### config.mk
export PLATFORM = sky130hd
export DESIGN_NAME = rename_unit
export DESIGN_NICKNAME = d
export VERILOG_FILES = /design/src/rename_pkg.sv /design/src/free_list.sv /design/src/phys_reg_walker.sv /design/src/rat.sv /design/src/rename_control.sv /design/src/rename_unit.sv /design/src/retired_rat.sv
export SDC_FILE = /design/constraint.sdc
export NUM_CORES = 1
export LEC_CHECK = 0
export BUFFER_PORTS_ARGS = -buffer_cell sky130_fd_sc_hd__buf_4
export CAP_MARGIN = 25
export CORE_MARGIN = 5
export CORE_UTILIZATION = 35
export CTS_CLUSTER_SIZE = 30
export DETAILED_ROUTE_END_ITERATION = 16
export PLACE_DENSITY = 0.54
export SLEW_MARGIN = 20
export SYNTH_ARGS = -nofsm -noshare
export SYNTH_HDL_FRONTEND = slang
export SYNTH_SLANG_ARGS = --single-unit
### constraint.sdc
create_clock -name clk -period 4.44 [get_ports clk]
set_input_delay 0.222 -clock clk [delete_from_list [all_inputs] [get_ports clk]]
set_output_delay 0.222 -clock clk [all_outputs]
set_load 0.03 [all_outputs]
### src/rename_pkg.sv
package rename_pkg;

    // Register file sizes
    localparam int ARCH_REGS = 32;
    localparam int PHYS_REGS = 64;

    // Architectural register index
    typedef logic [$clog2(ARCH_REGS)-1:0] arch_reg_t;

    // Physical register index
    typedef logic [$clog2(PHYS_REGS)-1:0] phys_reg_t;

    // Free list occupancy, one extra bit to reach PHYS_REGS
    typedef logic [$clog2(PHYS_REGS):0] free_count_t;

    // Rename FSM
    typedef enum logic {
        ST_REBUILD,
        ST_RUN
    } rename_state_t;

endpackage

### src/free_list.sv
`timescale 1ns/1ps

module free_list (
    input  logic                  clk,
    input  logic                  rst,
    input  logic                  flush,
    input  logic                  alloc,
    input  logic                  freed_valid,
    input  rename_pkg::phys_reg_t freed_reg,
    input  logic                  walk_free,
    input  rename_pkg::phys_reg_t walk_index,
    output rename_pkg::phys_reg_t free_head,
    output logic                  free_empty
);

    // Queue storage, one slot per physical register
    rename_pkg::phys_reg_t entries [rename_pkg::PHYS_REGS];

    // Pointers wrap at PHYS_REGS, same width as a register index
    rename_pkg::phys_reg_t head_ptr;
    rename_pkg::phys_reg_t tail_ptr;
    rename_pkg::free_count_t count;

    logic                  push;
    logic                  pop;
    rename_pkg::phys_reg_t push_reg;

    // Walk and retire never push in the same cycle
    assign push     = walk_free || freed_valid;
    assign push_reg = walk_free ? walk_index : freed_reg;
    assign pop      = alloc;

    always_ff @(posedge clk) begin
        if (push) begin
            entries[tail_ptr] <= push_reg;
        end
    end

    always_ff @(posedge clk) begin
        if (rst || flush) begin
            head_ptr <= '0;
            tail_ptr <= '0;
        end else begin
            if (push) begin
                tail_ptr <= tail_ptr + 1'b1;
            end
            if (pop) begin
                head_ptr <= head_ptr + 1'b1;
            end
        end
    end

    // Push and pop in one cycle leave the count unchanged
    always_ff @(posedge clk) begin
        if (rst || flush) begin
            count <= '0;
        end else begin
            count <= count + rename_pkg::free_count_t'(push)
                           - rename_pkg::free_count_t'(pop);
        end
    end

    assign free_head  = entries[head_ptr];
    assign free_empty = (count == '0);

endmodule

### src/phys_reg_walker.sv
`timescale 1ns/1ps

module phys_reg_walker (
    input  logic                  clk,
    input  logic                  rst,
    input  logic                  rebuilding,
    output logic                  walk_valid,
    output rename_pkg::phys_reg_t walk_index,
    output logic                  walk_done
);

    localparam rename_pkg::phys_reg_t LAST_INDEX =
        rename_pkg::phys_reg_t'(rename_pkg::PHYS_REGS - 1);

    rename_pkg::phys_reg_t index_q;

    // Held at zero outside a rebuild, so every walk starts from 0
    always_ff @(posedge clk) begin
        if (rst || !rebuilding) begin
            index_q <= '0;
        end else begin
            index_q <= index_q + 1'b1;
        end
    end

    assign walk_valid = rebuilding;
    assign walk_index = index_q;

    // Last register of the walk
    assign walk_done = rebuilding && (index_q == LAST_INDEX);

endmodule

### src/rat.sv
`timescale 1ns/1ps

module rat (
    input  logic                  clk,
    input  logic                  rst,
    input  logic                  flush,
    input  rename_pkg::arch_reg_t arch_rs1,
    input  rename_pkg::arch_reg_t arch_rs2,
    input  rename_pkg::arch_reg_t arch_rd,
    input  logic                  alloc,
    input  rename_pkg::phys_reg_t free_head,
    input  rename_pkg::phys_reg_t retired_map [rename_pkg::ARCH_REGS],
    output rename_pkg::phys_reg_t phys_rs1,
    output rename_pkg::phys_reg_t phys_rs2
);

    // Speculative map, newest mapping for every architectural register
    rename_pkg::phys_reg_t spec_map [rename_pkg::ARCH_REGS];

    always_ff @(posedge clk) begin
        if (rst) begin
            // Identity mapping out of reset
            for (int i = 0; i < rename_pkg::ARCH_REGS; i++) begin
                spec_map[i] <= rename_pkg::phys_reg_t'(i);
            end
        end else if (flush) begin
            // Roll back to the committed state
            for (int i = 0; i < rename_pkg::ARCH_REGS; i++) begin
                spec_map[i] <= retired_map[i];
            end
        end else if (alloc) begin
            // alloc is never raised for x0, so entry 0 keeps phys 0
            spec_map[arch_rd] <= free_head;
        end
    end

    // Source lookups are combinational, same cycle as the rename
    assign phys_rs1 = spec_map[arch_rs1];
    assign phys_rs2 = spec_map[arch_rs2];

endmodule

### src/rename_control.sv
`timescale 1ns/1ps

module rename_control (
    input  logic                  clk,
    input  logic                  rst,
    input  logic                  flush,
    input  logic                  walk_done,
    input  logic                  rename_valid,
    input  logic                  has_rd,
    input  rename_pkg::arch_reg_t arch_rd,
    input  logic                  free_empty,
    input  logic                  retire_valid,
    output logic                  rebuilding,
    output logic                  rename_ready,
    output logic                  alloc,
    output logic                  retire_en
);

    rename_pkg::rename_state_t state;
    rename_pkg::rename_state_t state_next;
    logic                      running;
    logic                      needs_reg;

    // Flush takes priority over the end of a walk
    always_comb begin
        state_next = state;
        if (flush) begin
            state_next = rename_pkg::ST_REBUILD;
        end else if (state == rename_pkg::ST_REBUILD && walk_done) begin
            state_next = rename_pkg::ST_RUN;
        end
    end

    always_ff @(posedge clk) begin
        if (rst) begin
            state <= rename_pkg::ST_REBUILD;
        end else begin
            state <= state_next;
        end
    end

    assign running = (state == rename_pkg::ST_RUN);

    // Writes to x0 never take a register
    assign needs_reg = has_rd && (arch_rd != '0);

    // Dropped for one cycle on flush so the walker restarts at index 0
    assign rebuilding = (state == rename_pkg::ST_REBUILD) && !flush;

    assign rename_ready = running && (!needs_reg || !free_empty);
    assign alloc        = rename_valid && rename_ready && needs_reg;
    assign retire_en    = retire_valid && running;

endmodule

### src/rename_unit.sv
`timescale 1ns/1ps

module rename_unit (
    input  logic                  clk,
    input  logic                  rst,

    // Rename
    input  logic                  rename_valid,
    input  logic                  has_rd,
    input  rename_pkg::arch_reg_t arch_rd,
    input  rename_pkg::arch_reg_t arch_rs1,
    input  rename_pkg::arch_reg_t arch_rs2,
    output logic                  rename_ready,
    output rename_pkg::phys_reg_t phys_rs1,
    output rename_pkg::phys_reg_t phys_rs2,
    output rename_pkg::phys_reg_t phys_rd,

    // Retire
    input  logic                  retire_valid,
    input  rename_pkg::arch_reg_t retire_arch_rd,
    input  rename_pkg::phys_reg_t retire_phys_rd,

    input  logic                  flush
);

    logic                  rebuilding;
    logic                  alloc;
    logic                  retire_en;

    logic                  walk_valid;
    rename_pkg::phys_reg_t walk_index;
    logic                  walk_done;
    logic                  walk_free;

    rename_pkg::phys_reg_t retired_map [rename_pkg::ARCH_REGS];
    logic                  freed_valid;
    rename_pkg::phys_reg_t freed_reg;

    rename_pkg::phys_reg_t free_head;
    logic                  free_empty;

    rename_control u_control (
        .clk          (clk),
        .rst          (rst),
        .flush        (flush),
        .walk_done    (walk_done),
        .rename_valid (rename_valid),
        .has_rd       (has_rd),
        .arch_rd      (arch_rd),
        .free_empty   (free_empty),
        .retire_valid (retire_valid),
        .rebuilding   (rebuilding),
        .rename_ready (rename_ready),
        .alloc        (alloc),
        .retire_en    (retire_en)
    );

    phys_reg_walker u_walker (
        .clk        (clk),
        .rst        (rst),
        .rebuilding (rebuilding),
        .walk_valid (walk_valid),
        .walk_index (walk_index),
        .walk_done  (walk_done)
    );

    rat u_rat (
        .clk         (clk),
        .rst         (rst),
        .flush       (flush),
        .arch_rs1    (arch_rs1),
        .arch_rs2    (arch_rs2),
        .arch_rd     (arch_rd),
        .alloc       (alloc),
        .free_head   (free_head),
        .retired_map (retired_map),
        .phys_rs1    (phys_rs1),
        .phys_rs2    (phys_rs2)
    );

    retired_rat u_retired_rat (
        .clk            (clk),
        .rst            (rst),
        .retire_en      (retire_en),
        .retire_arch_rd (retire_arch_rd),
        .retire_phys_rd (retire_phys_rd),
        .walk_valid     (walk_valid),
        .walk_index     (walk_index),
        .retired_map    (retired_map),
        .freed_valid    (freed_valid),
        .freed_reg      (freed_reg),
        .walk_free      (walk_free)
    );

    free_list u_free_list (
        .clk         (clk),
        .rst         (rst),
        .flush       (flush),
        .alloc       (alloc),
        .freed_valid (freed_valid),
        .freed_reg   (freed_reg),
        .walk_free   (walk_free),
        .walk_index  (walk_index),
        .free_head   (free_head),
        .free_empty  (free_empty)
    );

    // No destination register means phys 0
    assign phys_rd = alloc ? free_head : '0;

endmodule

### src/retired_rat.sv
`timescale 1ns/1ps

module retired_rat (
    input  logic                  clk,
    input  logic                  rst,
    input  logic                  retire_en,
    input  rename_pkg::arch_reg_t retire_arch_rd,
    input  rename_pkg::phys_reg_t retire_phys_rd,
    input  logic                  walk_valid,
    input  rename_pkg::phys_reg_t walk_index,
    output rename_pkg::phys_reg_t retired_map [rename_pkg::ARCH_REGS],
    output logic                  freed_valid,
    output rename_pkg::phys_reg_t freed_reg,
    output logic                  walk_free
);

    // Committed map
    rename_pkg::phys_reg_t commit_map [rename_pkg::ARCH_REGS];

    // One bit per physical register held by the committed map
    logic [rename_pkg::PHYS_REGS-1:0] held;

    rename_pkg::phys_reg_t old_reg;

    // Mapping being replaced by this retire
    assign old_reg = commit_map[retire_arch_rd];

    always_ff @(posedge clk) begin
        if (rst) begin
            for (int i = 0; i < rename_pkg::ARCH_REGS; i++) begin
                commit_map[i] <= rename_pkg::phys_reg_t'(i);
            end
        end else if (retire_en) begin
            commit_map[retire_arch_rd] <= retire_phys_rd;
        end
    end

    always_ff @(posedge clk) begin
        if (rst) begin
            // Identity map holds the low ARCH_REGS registers
            for (int i = 0; i < rename_pkg::PHYS_REGS; i++) begin
                held[i] <= (i < rename_pkg::ARCH_REGS);
            end
        end else if (retire_en) begin
            // New bit written last, so it survives if old and new match
            held[old_reg]        <= 1'b0;
            held[retire_phys_rd] <= 1'b1;
        end
    end

    // Whole table for a flush restore
    always_comb begin
        for (int i = 0; i < rename_pkg::ARCH_REGS; i++) begin
            retired_map[i] = commit_map[i];
        end
    end

    // The released register goes back to the free list at the same edge
    assign freed_valid = retire_en;
    assign freed_reg   = old_reg;

    // Walk keeps every register the committed map does not hold
    assign walk_free = walk_valid && !held[walk_index];

endmodule

# After elaboration in Yosys (flattened, before gate mapping)
# Memories as Yosys holds them, arrays and structs flattened. A register that Yosys moved wholly into a read port is not among the register bits.
# Cells that the tools add are included.
# W data, S select, Z words.
[classes]
reduce_logical = 25
n_eq_ne = 1
muxes = 62
n_addsub = 5
order_cmp = 5
bitwise = 36
[op_table]
columns = ["operator", "count"]
rows = [
  ["$mux W6", 38],
  ["$and A64 B64 Y64", 1],
  ["$not A64 Y64", 1],
  ["$or A64 B64 Y64", 1],
  ["$or A1 B1 Y1", 32],
  ["$lt A6 B7 Y1 const B", 3],
  ["$mux W1", 19],
  ["$add A6 B1 Y6 const B", 3],
  ["$demux W1 S6", 2],
  ["$ge A6 B1 Y1 const B", 2],
  ["$reduce_or A6 Y1", 2],
  ["$logic_and A1 B1 Y1", 11],
  ["$mux W5", 2],
  ["$add A7 B1 Y7", 1],
  ["$logic_not A7 Y1", 1],
  ["$sub A7 B1 Y7", 1],
  ["$bmux W1 S6", 1],
  ["$eq A6 B6 Y1 const B", 1],
  ["$logic_not A1 Y1", 5],
  ["$reduce_bool A5 Y1", 1],
  ["$logic_or A1 B1 Y1", 4],
  ["$reduce_or A2 Y1", 1],
  ["$not A1 Y1", 1],
]
[word_totals]
wordCells = 143
mem_bits_rw = 768
n_memories = 3
ff_bits = 90
output_inout_bits = 19
inputBits = 32
[memory_table]
columns = ["name", "depth", "width", "rd", "rd_clocked_by_memory_dff", "write_ports", "line_no", "text"]
rows = [
  ["u_free_list.entries", 64, 6, 1, 1, 1, "free_list.sv:17", "rename_pkg::phys_reg_t entries [rename_pkg::PHYS_REGS];"],
  ["u_rat.spec_map", 32, 6, 2, 0, 32, "rat.sv:18", "rename_pkg::phys_reg_t spec_map [rename_pkg::ARCH_REGS];"],
  ["u_retired_rat.commit_map", 32, 6, 33, 0, 32, "retired_rat.sv:18", "rename_pkg::phys_reg_t commit_map [rename_pkg::ARCH_REGS];"],
]

# Longest topological paths before layout
# Gate-level depths: netlist (run 1).
[depth]
ltp_word = 13
depth_mapped = 20

# By module
# A second synthesis (run 1) with hierarchy kept.
[hier_totals]
hier_cells = 2835
area_unflattened_um2 = 41243.3
[by_module_without_submodules]
columns = ["mod", "area_each_um2", "seq_area_each_um2", "cells_each", "n_inst"]
rows = [
  ["free_list", 16225.6, 12031.5, 842, 1],
  ["retired_rat", 12959.9, 7046.8, 1143, 1],
  ["rat", 11682.5, 5765.5, 807, 1],
  ["phys_reg_walker", 239.0, 120.1, 26, 1],
  ["rename_control", 98.8, 20.0, 11, 1],
  ["rename_unit", 37.5, 0.0, 6, 1],
]

# Least setup slack after synthesis (run 1)
# Ideal clock, no wire load.
[synth_timing]
path_kind = "reg-to-reg"
start = "register u_walker.index_q[1], in the netlist u_walker.walk_index[1]"
end = "memory u_free_list.entries[0][5] in the netlist's numbering (data pin)"
path_buffers = 2
path_slack_ns = -0.154
setup_ns = 0.564
period_less_slack_ns = 4.594
arrival_time_ns = 4.031
stages_incl_launch_ff = 9
path_cell_list = "dfxtp_1 buf_2 mux4_2 mux2_2 o22ai_1 nand2_1 a22oi_1 buf_2 mux2i_1"
[synth_between]
elab_chain_cells = 5
[synth_rtl]
columns = ["item", "line_no", "text"]
rows = [
  ["from (decl)", "phys_reg_walker.sv:15", "rename_pkg::phys_reg_t index_q;"],
  ["from (signal assigned)", "phys_reg_walker.sv:22", "index_q <= index_q + 1'b1;"],
  ["$bmux W1 S6", "retired_rat.sv:63", "assign walk_free = walk_valid && !held[walk_index];"],
  ["$mux W1 (not written as such)", "retired_rat.sv:63", ""],
  ["$logic_not A1 Y1", "retired_rat.sv:63", ""],
  ["$logic_and A1 B1 Y1", "retired_rat.sv:63", ""],
  ["$mux W6", "free_list.sv:30", "assign push_reg = walk_free ? walk_index : freed_reg;"],
  ["via u_free_list.push_reg[5]", "free_list.sv:26", "rename_pkg::phys_reg_t push_reg;"],
  ["to (decl)", "free_list.sv:17", ""],
]
# The timed path passes the listed nets, and every way through them passes these cells. The select of a mux whose other input is x is not followed.

==> results of run 1 <==
-- cells by family after synthesis --
kind of cell	count (synthesis)	synth area share
AOI/OAI and AO/OA	360	0.05408
xor gates and xnor gates	12	0.002611
adders and majority gates	13	0.004227
buffers and inverters	241	0.02601
DFF	864	0.6206
muxes	368	0.1839
and+or+nand+nor	853	0.1086
-- cells in the mapped netlist (all sizes together), types with 2 or more instances --
master    n  area share
nor2    172       0.017
and4      2     0.00044
clkbuf  147       0.014
or2      36      0.0057
inv      18      0.0017
nand2   241       0.022
mux4    295        0.17
and3     55      0.0085
nor2b    11      0.0017
o211ai    3     0.00056
xor2      6      0.0013
a21o      9      0.0017
nand2b   30      0.0047
nor3     62      0.0080
xnor2     6      0.0013
a221oi    4      0.0010
ha       12      0.0037
nand3b   41      0.0076
nand4     9      0.0017
nand3    17      0.0021
a22oi    26      0.0048
or3b      4     0.00087
edfxtp  768        0.57
a221o    33      0.0082
nor3b     9      0.0017
a31oi     9      0.0014
buf      74       0.010
mux2     23      0.0064
dfxtp    96       0.048
and2     79       0.012
nor4      8      0.0012
or3      67       0.010
clkinv    2     0.00019
nor4b     2     0.00044
a21oi    94       0.012
o21ai   169       0.022
and3b     6      0.0013
mux2i    50       0.012
-- worst min-delay path by stage --
| stage | from | end | slack, ns | cells past startpoint |
|---|---|---|---|---|
| 6_report | rst | u_retired_rat.commit_map[12][4]$_SDFFCE_PN0P_ | 0.16 | 2 |
| 5_1_grt | rst | u_retired_rat.commit_map[12][4]$_SDFFCE_PN0P_ | 0.14 | 2 |
| 4_1_cts | rst | u_retired_rat.commit_map[12][4]$_SDFFCE_PN0P_ | 0.11 | 2 |
| 3_5_place_dp | u_retired_rat.held[23]$_SDFFE_PP1P_ | u_retired_rat.held[23]$_SDFFE_PP1P_ | 0.47 | 1 |
| 3_3_place_gp | u_retired_rat.held[32]$_SDFFE_PP0P_ | u_retired_rat.held[32]$_SDFFE_PP0P_ | 0.47 | 2 |
| 2_1_floorplan | flush | u_free_list.tail_ptr[3]$_SDFFE_PP0N_ | 0.40 | 2 |
-- through the flow --
stage,cell area [um^2],instances,power [uW]
floorplan,40270,2711,9900
global placement,42640,4165,10350
detailed placement,42710,4169,10380
CTS,45880,4347,18270
global route,45890,4347,18670
finish,45890,4348,18120
-- metal layers --
layer,up-vias,GRT usage
met1,12650,0.2688
met4,4,0.07084
li1,10680,-
met3,226,0.03697
met5,-,0
met2,1091,0.3072
-- power by group through the flow --
stage          combinational, uW  sequential (uW)  clock (uW)
6_report                    1100             9110        7910
5_1_grt                     1160             9110        8410
4_1_cts                     1110             9100        8060
3_5_place_dp                1100             9280           0
3_3_place_gp                1080             9270           0
2_1_floorplan                658             9240           0
-- cell type report --
cell class,instances,area share
Antenna cell,1,0.00005453
Timing Repair Buffer,168,0.03133
Clock inverter,42,0.01063
Clock buffer,135,0.05816
Multi-Input combinational cell,1606,0.3123
Sequential cell,864,0.5446
Inverter,20,0.001636
Tap cell,1512,0.04123
-- registers in the layout, summed over array words and instances (netlist names), named ones only --
name,count
u_free_list.head_ptr,6
u_retired_rat.commit_map,192
u_control.running,1
u_free_list.count,7
u_walker.walk_index,6
u_free_list.tail_ptr,6
u_retired_rat.held,64
u_free_list.entries,384
u_rat.spec_map,192
-- repair_timing --
item | CTS | global route
endpoints found under the hold margin | 1 | 0
endpoints found under the setup margin | 0 | 1
resized for setup | 0 | 1
hold buffers | 1 | 0
==> summary.md, run 1 <==
| Metric | Value |
|---|---|
| Fill cells | 10340 |
| Mapped cell area | 40260 um^2 |
| Fin crit period | 4.257 ns |
| Final period util | 0.9588 |
| Post-DP HPWL | 82910 um |
| Clk sink count | 864 |
| M1 WL | 50330 um |
| Max-slew violation count | 0 |
| R2R depth | 9 |
| FF+latch count, synth | 864 |
| Vias in the first global route | 25050 |
| Worst path required time | 4.22 ns |
| Overall routed net length | 120300 um |
| Core Footprint | 114300 um^2 |
| First-pass DRT Iterations | 6 |
| Post-CTS Setup Bufs | 0 |
| NetSw | 4147 uW |
| Worst Setup EP | phys_rd[2] |
| Most common cell after layout, fill and taps aside | edfxtp_1 |
| Clock transition at path regs | 0.06 ns |
| Most used DFF post-synth | edfxtp_1 |
| Post-DRT Antenna Nets | 0 |
| Slowest cell on crit path | mux4_2 |
| WL/cell | 27.67 um |
| Critical path class | reg2out |
| Largest fanout on the critical path | 19 |
| Largest net degree at the start of global routing | 100 |
| Synth Area per Inst | 14.85 um^2 |
| Post-synth ARST share | 0 |
| Worst hold path type | in2reg |
| H-tree depth | 3 |
| Clock power frac | 0.437 |
| Clock Path Buffers | 3 |
| Power density cells | 394.9 nW/um^2 |
| Status | finished clean |
| FMAX | 234.9 MHz |
| Crit start category | register |
| Worst slack, placed | 0.5265 ns |
| Mapped Cells | 2711 |
| Setup TNS Final | 0 ns |
| Area grow syn2layout | 13.98% |
| FF/Latch Area | 24990 um^2 |
| Sequential-to-total area share from yosys stat | 0.6206 |
| Max-cap viol count | 0 |
| CP Data Arrival Time | 4.03 ns |
| Peak VDD IR | 0.2977 mV |
| Worst path bufs/invs | 3 |
| Row count | 124 |
| Combinational Power Share | 0.061 |
| Total GRT Usage | 0.1942 |
| Leakage | 0.01419 uW |
| Num CTS Buffers | 95 |
| Layout cell share with drive strength beyond 1 | 0.2476 |
| Crit-path leading delay family | multiplexers |
| Sequential share of power | 0.503 |
| Top Ports | 51 |
| Flop-to-flop setup slack | 0.49 ns |
| Met2 WL | 56390 um |
| Max_slew headroom | 0.2769 |
| P_int | 13980 uW |
| DRC | 0 |
| Final setup margin | 0.1831 ns |
| DR WL met3 | 9032 um |
| CP max stage delay | 0.54 ns |
| Hold slack final | 0.1606 ns |
| Final setup viols | 0 |
| RSZ-0062 raised after global routing | no |
| Crit-path cells | buf_12 -> buf_12 -> mux4_2 -> mux4_2 -> mux2i_1 -> nand2_1 -> o21ai_4 -> nor2_1 -> buf_4 |
| Initial antenna violation count | 5 |
| Initial core utilization | 0.3521 |
| Syn. warnings | 0 |
| Die height | 349.2 um |
| Die ar. | 121900 um^2 |
| Unique masters post-synth | 67 |
| R2R Path End | u_free_list.entries[44][1]$_DFFE_PP_ |
| Clock Latency Late Sink | 0.70 ns |
| Gpl congestion | 0.9323 |
| Top sig layer | met5 |
| Number of stages on the worst setup path | 9 |
| Initial DRC Count | 2480 |
| Clock Tree Root | clkbuf_16 |
| GRT overflow | 0 |
| Width of the chip | 349.2 um |
| Net count after synthesis | 2756 |
| Final Hold Violating Endpoints | 0 |
| IO buf count | 50 |
| Post-synth EDFFs | 768 |
| Final core utilization | 0.4013 |
| Fin Clk Skew | 0.07655 ns |
| CTS tree | done |
| Vias/cell | 5.669 |
| CP Capture Type | output port |
| Worst R2R Start | u_walker.walk_index[1]$_SDFF_PP0_ |
| Nets@finish | 2800 |
| First-pass GRT wire length | 175600 um |
| Net Sw Frac | 0.2288 |
| DR vias | 24650 |
| Multi-input gate area in the final layout | 14330 um^2 |
| Most frequent cells in the layout | edfxtp_1, mux4_2, nand2_1 |
| Worst slew pin tran | 1.081 ns |
Power figures use the tool's default switching activity.
==> run 2, diff against run 1 <==
--- a/config.mk
+++ b/config.mk
@@ -5,6 +5,7 @@
 export SDC_FILE = /design/constraint.sdc
 export NUM_CORES = 1
 export LEC_CHECK = 0
+export ABC_AREA = 1
 export BUFFER_PORTS_ARGS = -buffer_cell sky130_fd_sc_hd__buf_4
 export CAP_MARGIN = 25
 export CORE_MARGIN = 5
==> run 2 against run 1 <==
Utilization decreased by 0.54 points; clock skew decreased by 0.013 ns; total power increased by 1.2%; die area increased by 2.7%; critical path type unchanged.
==> summary.md, run 2 <==
| Metric | Value |
|---|---|
| Gpl congestion | 0.9602 |
| Syn. warnings | 0 |
| Layout cell share with drive strength beyond 1 | 0.07140 |
| Most frequent cells after synthesis | nand2_1, edfxtp_1, nor2_1 |
| Initial antenna violation count | 3 |
| Top flop regs | u_free_list.entries x384, u_rat.spec_map x192, u_retired_rat.commit_map x192 |
| Worst slack, placed | 0.8315 ns |
| Overall routed net length | 140000 um |
| Max-cap viol count | 0 |
| Final core utilization | 0.3959 |
| Count leader, synth | nand2_1 |
| Worst slew pin tran | 1.068 ns |
| Nets@finish | 4599 |
| Row count | 126 |
| Crit start category | register |
| Leakage | 0.01664 uW |
| Num CTS Buffers | 94 |
| Width of the chip | 353.8 um |
| DRC | 0 |
| CTS tree | done |
| Largest fanout on the critical path | 39 |
| Power density cells | 393.5 nW/um^2 |
| RSZ-0062 raised after global routing | no |
| Synth Area per Inst | 9.011 um^2 |
| Top-area cell type share of the netlist area | 0.5576 |
| Hold_sp | rst |
| GRT overflow | 0 |
| CP Data Arrival Time | 3.70 ns |
| Crit-path leading delay family | flip-flops |
| Placed cell count | 5989 |
| Fill cells | 11660 |
| Largest net degree at the start of global routing | 97 |
| Final setup margin | 0.5220 ns |
| Final Hold Violating Endpoints | 0 |
| Post-synth ARST share | 0 |
| Total GRT Usage | 0.2165 |
| Sequential-to-total area share from yosys stat | 0.6040 |
| Post-route insts no fill | 6172 |
| Fin Clk Skew | 0.06356 ns |
| Initial core utilization | 0.3512 |
| Top Ports | 51 |
| Clock Path Buffers | 3 |
| Worst path bufs/invs | 3 |
| Die height | 353.8 um |
| Hold slack final | 0.07052 ns |
| Net count after synthesis | 4635 |
| Clk sink count | 864 |
| Worst path required time | 4.22 ns |
| Dominant cell type by area after synthesis | edfxtp_1 |
| Status | finished clean |
| Area grow syn2layout | 12.72% |
| FMAX | 255.2 MHz |
| CP max stage delay | 0.92 ns |
| Power Total | 18350 uW |
| Clock transition at path regs | 0.06 ns |
| Clock Tree Root | clkbuf_16 |
| Max_slew headroom | 0.2871 |
| Vias/cell | 5.502 |
| H-tree depth | 3 |
| Initial DRC Count | 3954 |
| Synth area leaders | edfxtp_1, nand2_1, nor2_1 |
| FF+latch count, synth | 864 |
| IO buf count | 50 |
| Top reg by flops | u_free_list.entries |
| Vias in the first global route | 31670 |
| Crit path top cell by count | nand2_1 |
| Most used DFF post-synth | edfxtp_1 |
| Most common cell after layout, fill and taps aside | nand2_1 |
| Post-DRT Antenna Nets | 0 |
| Final setup viols | 0 |
| First-pass DRT Iterations | 8 |
| DR vias | 33960 |
| Die ar. | 125200 um^2 |
| Final period util | 0.8824 |
| Core Footprint | 117800 um^2 |
| Fin crit period | 3.918 ns |
| Mapped Cells | 4590 |
| Worst hold path type | in2reg |
| Unique masters post-synth | 36 |
| CP Capture Type | output port |
| WL/cell | 22.68 um |
| Peak VDD IR | 0.2817 mV |
| Most frequent cells in the layout | nand2_1, edfxtp_1, nor2_1 |
| Critical path class | reg2out |
| Mapped cell area | 41360 um^2 |
| Crit-path cells | buf_4 -> buf_4 -> o21ai_0 -> o22ai_1 -> nand2_1 -> nand2_1 -> nand2_1 -> o21ai_1 -> nand2_1 -> nand2_1 -> nand2_1 -> a21oi_1 -> buf_4 |
| Post-DP HPWL | 91300 um |
| Diode count | 0 |
| Clock Latency Late Sink | 0.69 ns |
| Max reg flops | 384 |
| Max-slew violation count | 0 |
| First-pass GRT wire length | 206900 um |
| Slowest cell on crit path | dfxtp_2 |
| Worst R2R Start | u_walker.walk_index[1]$_SDFF_PP0_ |
| Post-synth EDFFs | 768 |
==> run 2: cell type report <==
class,count,area (um^2),area share
Clock buffer,126,2554,0.05477
Clock inverter,52,565.5,0.01213
Inverter,193,728.2,0.01562
Sequential cell,864,24990,0.5360
Timing Repair Buffer,141,1241,0.02662
Multi-Input combinational cell,3260,14620,0.3136
Tap cell,1536,1922,0.04122
==> run 2: worst paths after layout <==
check | endpoint | slack, ns | cells after the start
worst max-delay path | phys_rd[2] | 0.52 | 13
worst min-delay path | u_retired_rat.held[40]$_SDFFE_PP0P_ | 0.07 | 2
worst max register to register | u_free_list.entries[40][2]$_DFFE_PP_ | 1.05 | 12
worst min register to register | u_retired_rat.held[2]$_SDFFE_PP1P_ | 0.45 | 2
==> run 2: where the power goes <==
group / internal, uW / leakage [uW] / switching [uW]
logic: 280 / 0.00738 / 1010
registers: 9060 / 0.00775 / 80.7
clock network: 4500 / 0.00151 / 3410
total: 13800 / 0.0166 / 4500
==> run 2: cell families (layout without fill, tap and decap cells) <==
kind of cell / count (synthesis) / count (layout) / share of synthesized area
AO/OA/AOI/OAI: 965 / 965 / 0.1313
XOR/XNOR: 6 / 6 / 0.001271
adder cells (fa/ha/maj): 13 / 13 / 0.004114
buffers and inverters: 466 / 512 / 0.04456
flip-flops: 864 / 864 / 0.6040
AND/OR/NAND/NOR: 2276 / 2276 / 0.2148
==> run 2: what timing repair did <==
action,4_1_cts,5_1_grt
buffers inserted,0,0
endpoints found under the hold margin,14,0
gates resized for setup,0,0
hold buffers,4,0
==> run 2: stage by stage <==
step	area [um^2]	setup TNS (ns)
2_1_floorplan	41360	-115.92
3_3_place_gp	43450	0
3_5_place_dp	43460	0
4_1_cts	46620	0
5_1_grt	46620	0
6_report	46620	0
==> run 2: worst register-to-register path, stage by stage (launching register included) <==
cell and delay (ns):
dfxtp_1 0.31, inv_1 0.48, nand3_1 0.15, nand3_1 0.12
nand2_1 0.05, a21oi_1 0.12, nand2_1 0.07, nand3_1 0.13
nand3_2 0.12, nand2_2 0.11, buf_4 0.22, nand2_1 0.45
nor2_1 0.70
==> run 2: layer usage <==
metal | global-route usage | vias up | part of all wire
li1 | - | 15720 | -
met1 | 0.3040 | 16310 | 0.43
met2 | 0.3404 | 1627 | 0.45
met3 | 0.03606 | 289 | 0.087
met4 | 0.07626 | 4 | 0.036
met5 | 0 | - | 0.00016
